<file path="config.mk">
export PLATFORM = sky130hd
export DESIGN_NAME = frame_streamer
export DESIGN_NICKNAME = d
export VERILOG_FILES = /design/src/source/audio_frame_pkg.sv /design/src/source/frame_streamer.sv
export SDC_FILE = /design/constraint.sdc
export NUM_CORES = 1
export LEC_CHECK = 0
export ABC_AREA = 0
export BUFFER_PORTS_ARGS = -buffer_cell sky130_fd_sc_hd__buf_2
export CAP_MARGIN = 30
export CORE_MARGIN = 2
export CORE_UTILIZATION = 49
export CTS_BUF_LIST = sky130_fd_sc_hd__clkbuf_4 sky130_fd_sc_hd__clkbuf_8 sky130_fd_sc_hd__clkbuf_16
export DETAILED_ROUTE_END_ITERATION = 8
export PLACE_DENSITY = 0.79
export SLEW_MARGIN = 10
export SYNTH_ARGS = -nofsm -noshare
export SYNTH_HDL_FRONTEND = slang
export SYNTH_SLANG_ARGS = --single-unit
</file>
<file path="constraint.sdc">
create_clock -name clock -period 1.8 [get_ports clock]
set_input_delay 0.36 -clock clock [delete_from_list [all_inputs] [get_ports clock]]
set_output_delay 0.36 -clock clock [all_outputs]
set_load 0.005 [all_outputs]
</file>
<file path="src/source/audio_frame_pkg.sv">
`default_nettype none

//////////////////////////////////////////////////////////////////////
// shared types and constants of the audio frame front end
//////////////////////////////////////////////////////////////////////

package audio_frame_pkg;

    // raw audio byte as stored on the card, offset binary
    typedef logic [7:0] sample_byte_t;

    // sample handed to the spectrum engine, two's complement
    typedef logic signed [15:0] frame_sample_t;

    // byte address on the storage card
    typedef logic [31:0] card_address_t;

    // bytes per card block, also the address step between blocks
    localparam int CARD_BLOCK_BYTES = 512;

    // midpoint of the offset-binary byte, maps to zero after conversion
    localparam int SAMPLE_OFFSET = 128;

endpackage

`default_nettype wire

</file>
<file path="src/source/frame_streamer.sv">
`timescale 1ns/1ps
`default_nettype none

// streams one window from the ring as signed samples
module frame_streamer #(
    parameter int FRAME_LOG2 = 10
) (
    input  logic                           clock,
    input  logic                           reset,
    input  logic                           window_start,
    input  logic [FRAME_LOG2:0]            window_base,
    input  audio_frame_pkg::sample_byte_t  read_data,
    input  logic                           frame_ready,
    output logic                           busy,
    output logic [FRAME_LOG2:0]            read_address,
    output audio_frame_pkg::frame_sample_t frame_sample,
    output logic                           frame_valid,
    output logic                           frame_last,
    output logic                           frame_done
);

    logic [FRAME_LOG2:0]           sample_ptr;
    logic [FRAME_LOG2-1:0]         transfer_count;
    logic                          transfer;
    audio_frame_pkg::sample_byte_t centered;

    assign transfer = frame_valid && frame_ready;

    // read one ahead, so read_data always holds the sample at sample_ptr
    // and stays put while the engine stalls
    assign read_address = transfer ? sample_ptr + 1'b1 : sample_ptr;

    // (byte - 128) * 256, the 8-bit wrap gives the sign directly
    assign centered     = read_data -
        audio_frame_pkg::sample_byte_t'(audio_frame_pkg::SAMPLE_OFFSET);
    assign frame_sample = {centered, 8'h00};

    // last transfer of the frame
    assign frame_last = frame_valid && (&transfer_count);

    ////////////////////////////////////////////////////////////////////
    // idle -> load -> stream, busy covers load and stream
    ////////////////////////////////////////////////////////////////////

    always_ff @(posedge clock)
    begin
        if (reset)
        begin
            busy           <= 1'b0;
            frame_valid    <= 1'b0;
            frame_done     <= 1'b0;
            sample_ptr     <= '0;
            transfer_count <= '0;
        end
        else
        begin
            frame_done <= transfer && frame_last;
            if (window_start && !busy)
            begin
                busy           <= 1'b1;
                sample_ptr     <= window_base;
                transfer_count <= '0;
            end
            // load cycle, first read is in flight
            else if (busy && !frame_valid)
            begin
                frame_valid <= 1'b1;
            end
            else if (transfer)
            begin
                sample_ptr     <= sample_ptr + 1'b1;
                transfer_count <= transfer_count + 1'b1;
                if (frame_last)
                begin
                    frame_valid <= 1'b0;
                    busy        <= 1'b0;
                end
            end
        end
    end

endmodule

`default_nettype wire

</file>
After elaboration in Yosys (flattened, before gate mapping)
Cells that the tools add are included.

Register bits: 24. Input port bits: 23. Output and inout bits: 31.

$add $sub $neg: 3. Bitwise gates (word level): 2. Reduce and logical (&&, ||, !) cells: 16. Muxes and demuxes: 8. Eq/ne operators: 1.

Operators by type and width (number): 2-to-1 mux 11 bit (3); adder 11 x 1 -> 11 bit, second input constant (1); adder 10 x 1 -> 10 bit, second input constant (1); AND reduction 10 bit (1); nonzero test 2 bit (4); subtractor 8 bit, second input constant (1); AND reduction 3 bit (2); logical AND 1 bit (5); 2-to-1 mux 1 bit (5); zero test 1 bit (2); != test 2 bit, second input constant (1); NOT 1 bit (2); AND reduction 2 bit (1); OR reduction 2 bit (1).

Longest topological paths before layout
Gate-level depths: netlist of run 1.

Depth after elaboration: 6. Mapped depth: 6.

Least setup slack after synthesis of run 1
No wires, ideal clock.

Path type: register to output. Start: register sample_ptr[0]. End: output port read_address[8]. Arrival time: 1262 ps. Path buffers: 0. Cell stages (with the launch flop): 5. Slack: 178 ps. Path through: dfxtp_1 ha_1 nand3_1 nor3_2 xor2_1.

Longest elaborated chain between the ends: 2.

RTL lines: start, declared (line frame_streamer.sv:22) `logic [FRAME_LOG2:0] sample_ptr;`; start signal, assigned (line frame_streamer.sv:61) `sample_ptr <= window_base;`; start signal, assigned (line frame_streamer.sv:71) `sample_ptr <= sample_ptr + 1'b1;`; adder 11 x 1 -> 11 bit (line frame_streamer.sv:31) `assign read_address = transfer ? sample_ptr + 1'b1 : sample_ptr;`; 2-to-1 mux 11 bit; end, declared (line frame_streamer.sv:15) `output logic [FRAME_LOG2:0] read_address,`.

Every way passes these cells.

Worst setup path after layout of run 1
Start: register sample_ptr[0]. End: output port read_address[9].

Same word-level chain as after synthesis.

==> reports/summary.txt, run 1 <==
Max VDD drop: 0.4473 mV
sequential power share: 0.482
Synth Register Bits: 24
clock group share of total power: 0.341
post-synth cell types: 43
worst min-delay path class: input pin to flip-flop
Post-synth EDFFs: 0
RSZ-0062 raised after global routing: true
Hold Vio Cnt, Final: 0
Top FF cell, synth: dfxtp_1
vias in the first global route: 1231
clk root buf: clkbuf_4
Cells after Synth: 175
total clock sinks: 24
Avg Synthesized Cell Area: 8.408 µm²
Ant. Diodes: 0
worst setup margin: -0.1495 ns
ANT nets after route: 0
Critical Path Start Type: flip-flop
Die Height: 58.80 µm
Final Slew Violations: 0
DRC: 5
Net Sw Power: 0.3231 mW
via count: 1400
most frequent cells in the layout: 31 x buf_2, 23 x buf_4, 17 x nor2_1
Final Cell Area: 1929 µm²
initial antenna violation count: 0
Synth Warn #: 0
compound-cell area share of the yosys netlist: 0.1633
Buffers on Ports: 31
f_max: 513.0 MHz
GRT busiest layer: met2
outcome: complete, but fails checks
Area Overhead vs Synth: 31.12%
Pleak: 0.8574 nW
First-pass DRT Iterations: 6
final wirelength: 3.868 mm
Hold Buf Count CTS: 0
reg2reg start: busy
maximum level of the CTS H-tree: 1
CTS tree: done
mux share of post-synthesis cell area: 0.01446
die width: 58.80 µm
met3 Use GR: 0.02857
Power Density: 620.6 nW/µm²
Synth Area in Simple Gates: 0.2585
min-delay src: reset
ys async rst share: 0
area share of fa/ha/maj cells after synthesis: 0.01701
sw frac: 0.2698
Initial Util: 0.5245
share of cells above drive strength 1: 0.4344
final period utilization: 1.083
met1 usage: 0.2595
largest family of logic cells by synthesized area: simple AND/OR/NAND/NOR gates
WP data required: 1.44 ns
setup TNS: -0.6612 ns
layout net count: 247
Final setup violation count: 9
die area: 3457 µm²
worst skew pair latency: 0.33 ns
minimum clock period: 1.949 ns
largest net degree at the start of global routing: 21
Synth Cell Area: 1471 µm²
initial DRC count: 80
I/O pins: 54
critical path class: flip-flop to primary output
Worst Path Max Fanout: 6
sequential-to-total area share from yosys stat: 0.3265
cell internal pwr: 0.8742 mW
Clock transition at path regs: 0.14 ns
Row Count: 19
gr ovfl total: 0
maxcap violations: 0
Worst Skew: 0.004156 ns
Crit. End Element: primary output
failing checks: DRC, setup timing
Area after DPL: 1604 µm²
Via density: 5.556
CTS max path bufs: 2
combinational share of power: 0.177
M2 GR Usage: 0.3952
first-pass GRT wire length: 5.733 mm
HPWL after DPL: 2.215 mm
core area: 2805 µm²
TritonCTS Buffers: 3
most common cell after layout, fill and taps aside: buf_2
filler cell count: 218
GRT Total Usage: 0.2140
Routability Congestion: 0.8130
Synth Area in XOR/XNOR: 0.1071
worst setup path start: sample_ptr[0]
Wirelength per Cell: 15.35 µm
Worst Path Arrival: 1.59 ns
power groups by stage:
| stage | Combinational (mW) | Sequential (mW) | Clock, mW |
|---|---|---|---|
| finish | 0.212 | 0.577 | 0.409 |
| global route | 0.230 | 0.580 | 0.428 |
| CTS | 0.199 | 0.575 | 0.402 |
| detailed placement | 0.178 | 0.587 | 0 |
| global placement | 0.176 | 0.587 | 0 |
| floorplan | 0.133 | 0.588 | 0 |
critical path: stages (launching register included):
cell and delay, ns:
dfxtp_4 0.40, buf_6 0.10, nand4_4 0.15, nor3_2 0.29, xnor2_1 0.17, buf_2 0.15
logic make-up after synthesis:
family                   count (synthesis)
adder cells (fa/ha/maj)                  2
XOR/XNOR                                18
multiplexers                             2
AND/OR/NAND/NOR                         67
flip-flops                              24
buffers and inverters                   26
other                                    1
AO/OA/AOI/OAI                           35
repair_timing:
item,in CTS,in global routing
buffers inserted,10,8
gates resized for setup,30,11
pin swaps,7,9
endpoints found under the setup margin,11,11
stage by stage:
step / worst slack [ns] / cells / hold WS (ns) / power (mW) / utilization
2_1_floorplan: 0.1775 / 182 / 0.4488 / 0.7206 / -
3_3_place_gp: 0.1411 / 230 / 0.4623 / 0.7628 / 0.5718
3_5_place_dp: 0.08005 / 230 / 0.4810 / 0.7654 / 0.5718
4_1_cts: -0.08668 / 244 / 0.2874 / 1.177 / 0.6525
5_1_grt: -0.1857 / 252 / 0.2821 / 1.238 / 0.6878
6_report: -0.1495 / 252 / 0.2784 / 1.197 / 0.6878
routing by layer:
metal,part of all wire,vias to the layer above
li1,-,692
met1,0.43,650
met2,0.50,51
met3,0.056,7
met4,0.011,0
met5,0,-
cell type report:
cell class / instances / area [µm²] / share of cell area
clock buffer: 3 / 22.52 / 0.01167
clock inverter: 1 / 30.03 / 0.01556
inverter: 4 / 15.01 / 0.007782
multi-input combinational: 132 / 943.4 / 0.4890
sequential: 24 / 518.0 / 0.2685
tap: 31 / 38.79 / 0.02010
timing repair buffer: 57 / 361.6 / 0.1874
flip-flops by register name (all words and copies together) (netlist names):
signal,flops
sample_ptr,11
transfer_count,10
busy,1
frame_done,1
frame_valid,1
cell usage after synthesis, types with 2 or more instances:
master	n	area (µm²)
xor2_1	11	96.34
nand2_1	10	37.54
inv_1	4	15.01
nor4_1	2	12.51
o2bb2ai_1	6	52.55
clkbuf_1	5	18.77
nand3_1	6	30.03
a311oi_1	2	17.52
o21ai_0	11	55.05
nor2_1	18	67.56
dfxtp_1	24	480.5
nand2b_1	3	18.77
a21oi_1	5	25.02
xnor2_1	7	61.31
nor2b_1	3	18.77
a22oi_1	5	37.54
nor3_2	3	30.03
buf_4	15	112.6
and2_1	2	12.51
ha_1	2	25.02
nor3_1	4	20.02
and3_1	2	12.51
nand4_1	4	25.02
or3_1	2	12.51
worst paths after layout:
path / cells past startpoint / end / slack (ns)
max: 5 / read_address[9] / -0.15
min: 2 / frame_valid / 0.28
max reg2reg: 4 / sample_ptr[4] / 0.25
min reg2reg: 2 / transfer_count[1] / 0.50
No activity file was read; power rests on OpenSTA's default activity.
==> run 2, diff against run 1 <==
CAP_MARGIN = unset   (was 30)
CELL_PAD_IN_SITES_DETAIL_PLACEMENT = 1   (was unset)
CELL_PAD_IN_SITES_GLOBAL_PLACEMENT = 1   (was unset)
CORE_UTILIZATION = 35   (was 49)
PLACE_DENSITY = unset   (was 0.79)
PLACE_DENSITY_LB_ADDON = 0.1   (was unset)
==> reports/summary.txt, run 2 (synthesis gave the netlist of run 1 again) <==
initial antenna violation count: 0 (unchanged)
via count: 1358 (was 1400)
Via density: 5.086 (was 5.556)
Hold Worst Slack: 0.3592 ns (was 0.2784 ns)
maximum level of the CTS H-tree: 1 (unchanged)
share of cells above drive strength 1: 0.4055 (was 0.4344)
worst min-delay path class: input pin to flip-flop (unchanged)
gr ovfl total: 0 (unchanged)
registers with the most flip-flops: sample_ptr x11, transfer_count x10 (unchanged)
Power Density: 607.0 nW/µm² (was 620.6 nW/µm²)
RSZ-0062 raised after global routing: true (unchanged)
I/O pins: 54 (unchanged)
CTS tree: done (unchanged)
outcome: complete, but fails checks (unchanged)
worst skew pair latency: 0.26 ns (was 0.33 ns)
minimum clock period: 1.865 ns (was 1.949 ns)
core area: 4029 µm² (was 2805 µm²)
Die Height: 68.84 µm (was 58.80 µm)
max reg flops: 11 (unchanged)
Clock transition at path regs: 0.09 ns (was 0.14 ns)
failing checks: setup timing (was DRC, setup timing)
Register-to-Register Path Depth: 5 (was 4)
max incr delay on CP: 0.37 ns (was 0.40 ns)
DRC: 0 (was 5)
Routability Congestion: 0.7368 (was 0.8130)
initial DRC count: 42 (was 80)
Buffers on Ports: 31 (unchanged)
largest net degree at the start of global routing: 21 (unchanged)
Max VDD drop: 0.3066 mV (was 0.4473 mV)
crit-path cells: nand4_1, buf_6, nor4_4, xor2_1, buf_2 (was buf_6, nand4_4, nor3_2, xnor2_1, buf_2)
Worst Path Max Fanout: 4 (was 6)
worst setup margin: -0.06505 ns (was -0.1495 ns)
first-pass GRT wire length: 6.154 mm (was 5.733 mm)
Row Count: 23 (was 19)
Hold Buf Count CTS: 0 (unchanged)
Worst path depth: 5 (unchanged)
Worst path top cell family by delay: simple AND/OR/NAND/NOR gates (unchanged)
hold path cells: 2 (unchanged)
HPWL after DPL: 2.893 mm (was 2.215 mm)
Final Slew Violations: 0 (unchanged)
Hold Vio Cnt, Final: 0 (unchanged)
WP buf/inv: 2 (unchanged)
Final setup violation count: 7 (was 9)
f_max: 536.2 MHz (was 513.0 MHz)
WP data required: 1.44 ns (about the same)
Ant. Diodes: 0 (unchanged)
Initial Util: 0.3652 (was 0.5245)
die area: 4739 µm² (was 3457 µm²)
total clock sinks: 24 (unchanged)
critical path class: flip-flop to primary output (unchanged)
GRT Total Usage: 0.1749 (was 0.2140)
dpl ws: 0.09053 ns (was 0.08005 ns)
Worst Path Arrival: 1.51 ns (was 1.59 ns)
most common cell after layout, fill and taps aside: buf_2 (unchanged)
clk root buf: clkbuf_8 (was clkbuf_4)
register with the highest flop count: sample_ptr (unchanged)
vias in the first global route: 1316 (was 1231)
Crit. End Element: primary output (unchanged)
die width: 68.84 µm (was 58.80 µm)
Pleak: 0.8538 nW (was 0.8574 nW)
CP max-delay cell: dfxtp_4 (unchanged)
First-pass DRT Iterations: 4 (was 6)
ANT nets after route: 0 (unchanged)
Worst Skew: 0.003359 ns (was 0.004156 ns)
Critical Path Start Type: flip-flop (unchanged)
Wirelength per Cell: 15.80 µm (was 15.35 µm)
TritonCTS Buffers: 3 (unchanged)
final wirelength: 4.218 mm (was 3.868 mm)
maxcap violations: 0 (unchanged)
final period utilization: 1.036 (was 1.083)
CTS max path bufs: 2 (unchanged)
most frequent cells in the layout: 31 x buf_2, 19 x buf_4, 17 x nor2_1 (was 31 x buf_2, 23 x buf_4, 17 x nor2_1)
Area Overhead vs Synth: 30.53% (was 31.12%)
layout net count: 243 (was 247)
run 2: cell count changes in the layout (fill, tap and decap cells not counted), moves of 2 or more:
cell      before  now
dfxtp_2        6    4
clkbuf_8       0    4
buf_4         23   19
clkbuf_4       3    0
dfxtp_1       10   13
run 2: report_power, final:
part / total [mW] / internal (mW) / leakage (nW) / switching (mW)
Clock: 0.367 / 0.195 / 0.0288 / 0.172
Sequential: 0.576 / 0.549 / 0.202 / 0.0266
Combinational: 0.223 / 0.104 / 0.623 / 0.119
run 2: final cells by class:
class	count	area, µm²
well taps	50	62.56
clock buffers	4	55.05
inverters	4	15.01
flip-flops and latches	24	511.7
fillers	497	2108
multi-input cells	132	944.7
repair buffers	53	331.6
run 2: repair_timing:
action / 4_1_cts / 5_1_grt
endpoints found under the setup margin: 9 / 11
setup buffers: 5 / 8
pin swaps: 6 / 8
resized for setup: 18 / 19
run 2: layer usage:
metal,vias to the layer above,routed length [µm],track usage
met2,31,2305,0.3377
met4,0,35,0.03676
met3,4,136,0.02760
met1,645,1741,0.2006
li1,678,-,-
met5,-,0,0
run 2: final timing paths:
| kind | start | end | slack, ns |
|---|---|---|---|
| setup / recovery | sample_ptr[5] | read_address[10] | -0.07 |
| hold / removal | reset | frame_valid | 0.36 |
| setup reg to reg | frame_valid | sample_ptr[10] | 0.24 |
| hold reg to reg | transfer_count[1] | transfer_count[1] | 0.49 |
run 2: metrics by stage:
step	util	setup TNS [ns]	area [µm²]	std cells	total power, mW
2_1_floorplan	-	0	1498	182	0.7206
3_3_place_gp	0.4059	0	1635	250	0.7720
3_5_place_dp	0.4059	0	1635	250	0.7791
4_1_cts	0.4472	-0.2236	1802	259	1.158
5_1_grt	0.4767	-0.8741	1921	267	1.235
6_report	0.4767	-0.1380	1921	267	1.166
==> run 3, diff against run 2 <==
SETUP_SLACK_MARGIN = 0.15   (was unset)
==> reports/summary.txt, run 3 (synthesis gave the netlist of run 1 again) <==
Worst Path Arrival: 1.50 ns (was 1.51 ns)
GRT Total Usage: 0.1871 (was 0.1749)
max incr delay on CP: 0.37 ns (about the same)
worst min-delay path class: input pin to flip-flop (unchanged)
Final setup violation count: 3 (was 7)
final period utilization: 1.032 (was 1.036)
clock group share of total power: 0.318 (was 0.314)
crit-path cells: nand4_1, buf_4, nor4_4, xor2_1, buf_2 (was nand4_1, buf_6, nor4_4, xor2_1, buf_2)
sw frac: 0.2772 (was 0.2720)
combinational share of power: 0.194 (was 0.192)
Final Cell Area: 2042 µm² (was 1921 µm²)
RSZ-0062 raised after global routing: true (unchanged)
Area after DPL: 1635 µm² (unchanged)
final wirelength: 4.290 mm (was 4.218 mm)
Row Count: 23 (unchanged)
Hold Worst Slack: 0.3624 ns (was 0.3592 ns)
initial antenna violation count: 0 (unchanged)
Worst Path Max Fanout: 4 (unchanged)
via count: 1409 (was 1358)
DRC: 0 (unchanged)
CTS tree: done (unchanged)
HPWL after DPL: 2.893 mm (unchanged)
gr ovfl total: 0 (unchanged)
register with the highest flop count: sample_ptr (unchanged)
most frequent cells in the layout: 30 x buf_2, 26 x buf_4, 16 x nor2_1 (was 31 x buf_2, 19 x buf_4, 17 x nor2_1)
core area: 4029 µm² (unchanged)
Worst Skew: 0.002622 ns (was 0.003359 ns)
Crit. End Element: primary output (unchanged)
max reg flops: 11 (unchanged)
vias in the first global route: 1411 (was 1316)
ANT nets after route: 0 (unchanged)
layout net count: 252 (was 243)
Via density: 5.105 (was 5.086)
cell internal pwr: 0.8554 mW (was 0.8488 mW)
First-pass DRT Iterations: 4 (unchanged)
Buffers on Ports: 31 (unchanged)
Max VDD drop: 0.3084 mV (was 0.3066 mV)
critical path class: flip-flop to primary output (unchanged)
TritonCTS Buffers: 3 (unchanged)
CTS max path bufs: 2 (unchanged)
die width: 68.84 µm (unchanged)
first-pass GRT wire length: 6.610 mm (was 6.154 mm)
Placed Cells: 250 (unchanged)
Pleak: 0.9180 nW (was 0.8538 nW)
Routability Congestion: 0.7368 (unchanged)
Die Height: 68.84 µm (unchanged)
outcome: complete, but fails checks (unchanged)
Area Overhead vs Synth: 38.78% (was 30.53%)
maximum level of the CTS H-tree: 1 (unchanged)
WP buf/inv: 2 (unchanged)
Net Sw Power: 0.3280 mW (was 0.3171 mW)
Final Slew Violations: 0 (unchanged)
total clock sinks: 24 (unchanged)
Hold Vio Cnt, Final: 0 (unchanged)
Clock transition at path regs: 0.09 ns (about the same)
failing checks: setup timing (unchanged)
share of cells above drive strength 1: 0.4602 (was 0.4055)
Initial Util: 0.3652 (unchanged)
initial DRC count: 71 (was 42)
largest net degree at the start of global routing: 21 (unchanged)
CP max-delay cell: dfxtp_4 (unchanged)
Ant. Diodes: 0 (unchanged)
WP data required: 1.44 ns (about the same)
clk root buf: clkbuf_8 (unchanged)
I/O pins: 54 (unchanged)
Hold Buf Count CTS: 0 (unchanged)
sequential power share: 0.488 (was 0.494)
registers with the most flip-flops: sample_ptr x11, transfer_count x10 (unchanged)
worst setup margin: -0.05710 ns (was -0.06505 ns)
Critical Path Start Type: flip-flop (unchanged)
minimum clock period: 1.857 ns (was 1.865 ns)
most common cell after layout, fill and taps aside: buf_2 (unchanged)
worst skew pair latency: 0.27 ns (was 0.26 ns)
dpl ws: 0.09053 ns (unchanged)
Worst path top cell family by delay: simple AND/OR/NAND/NOR gates (unchanged)
maxcap violations: 0 (unchanged)
f_max: 538.5 MHz (was 536.2 MHz)
Power Density: 579.6 nW/µm² (was 607.0 nW/µm²)
Finished Layout Cells: 276 (was 267)
Wirelength per Cell: 15.54 µm (was 15.80 µm)
die area: 4739 µm² (unchanged)
[run 3: cell count changes in the layout (fill, tap and decap cells not counted), moves of 2 or more]
cell,previous run,this run
dfxtp_1,13,10
buf_4,19,26
buf_6,3,5
dfxtp_2,4,6
[run 3: metrics by stage]
stage	utilization	setup TNS [ns]	power, mW
after floorplan	-	0	0.7206
final	0.5068	-0.08918	1.183
after detailed placement	0.4059	0	0.7791
after global placement	0.4059	0	0.7720
after global routing	0.5068	-0.6362	1.244
after CTS	0.4736	-0.1418	1.160
[run 3: power groups by stage]
stage | combinational (mW) | sequential [mW] | clock [mW]
2_1_floorplan | 0.133 | 0.588 | 0
3_3_place_gp | 0.188 | 0.584 | 0
3_5_place_dp | 0.194 | 0.586 | 0
4_1_cts | 0.203 | 0.579 | 0.379
5_1_grt | 0.254 | 0.580 | 0.410
6_report | 0.230 | 0.577 | 0.376
[run 3: final cells by class]
type | instances | area [µm²]
Inverter | 4 | 15.01
Timing Repair Buffer | 62 | 421.7
Sequential cell | 24 | 518.0
Fill cell | 491 | 1987
Tap cell | 50 | 62.56
Multi-Input combinational cell | 132 | 969.7
Clock buffer | 4 | 55.05
[run 3: worst paths after layout]
kind	end	depth (start not counted)	start	slack (ns)
worst min register to register	transfer_count[1]	2	transfer_count[1]	0.49
worst min-delay path	frame_valid	2	reset	0.36
worst max register to register	sample_ptr[10]	5	frame_valid	0.24
worst max-delay path	read_address[10]	5	sample_ptr[7]	-0.06
[run 3: worst register-to-register path, cell delays in order, from the launching register on]
cell and delay [ns]:
dfxtp_4 0.41, buf_4 0.15, nor2b_1 0.08, or3_1 0.44
o21ai_0 0.28, o2bb2ai_1 0.15
[run 3: timing repair]
item	4_1_cts	5_1_grt
buffers inserted	14	9
endpoints found under the setup margin	11	11
resized for setup	28	21
gates cloned	0	0
pin swaps	11	13
[run 3: routing by layer]
layer / GRT usage / vias to the layer above / part of all wire
li1: - / 699 / -
met1: 0.2211 / 677 / 0.42
met2: 0.3558 / 31 / 0.54
met3: 0.02760 / 2 / 0.033
met4: 0.03676 / 0 / 0.0044
met5: 0 / - / 0
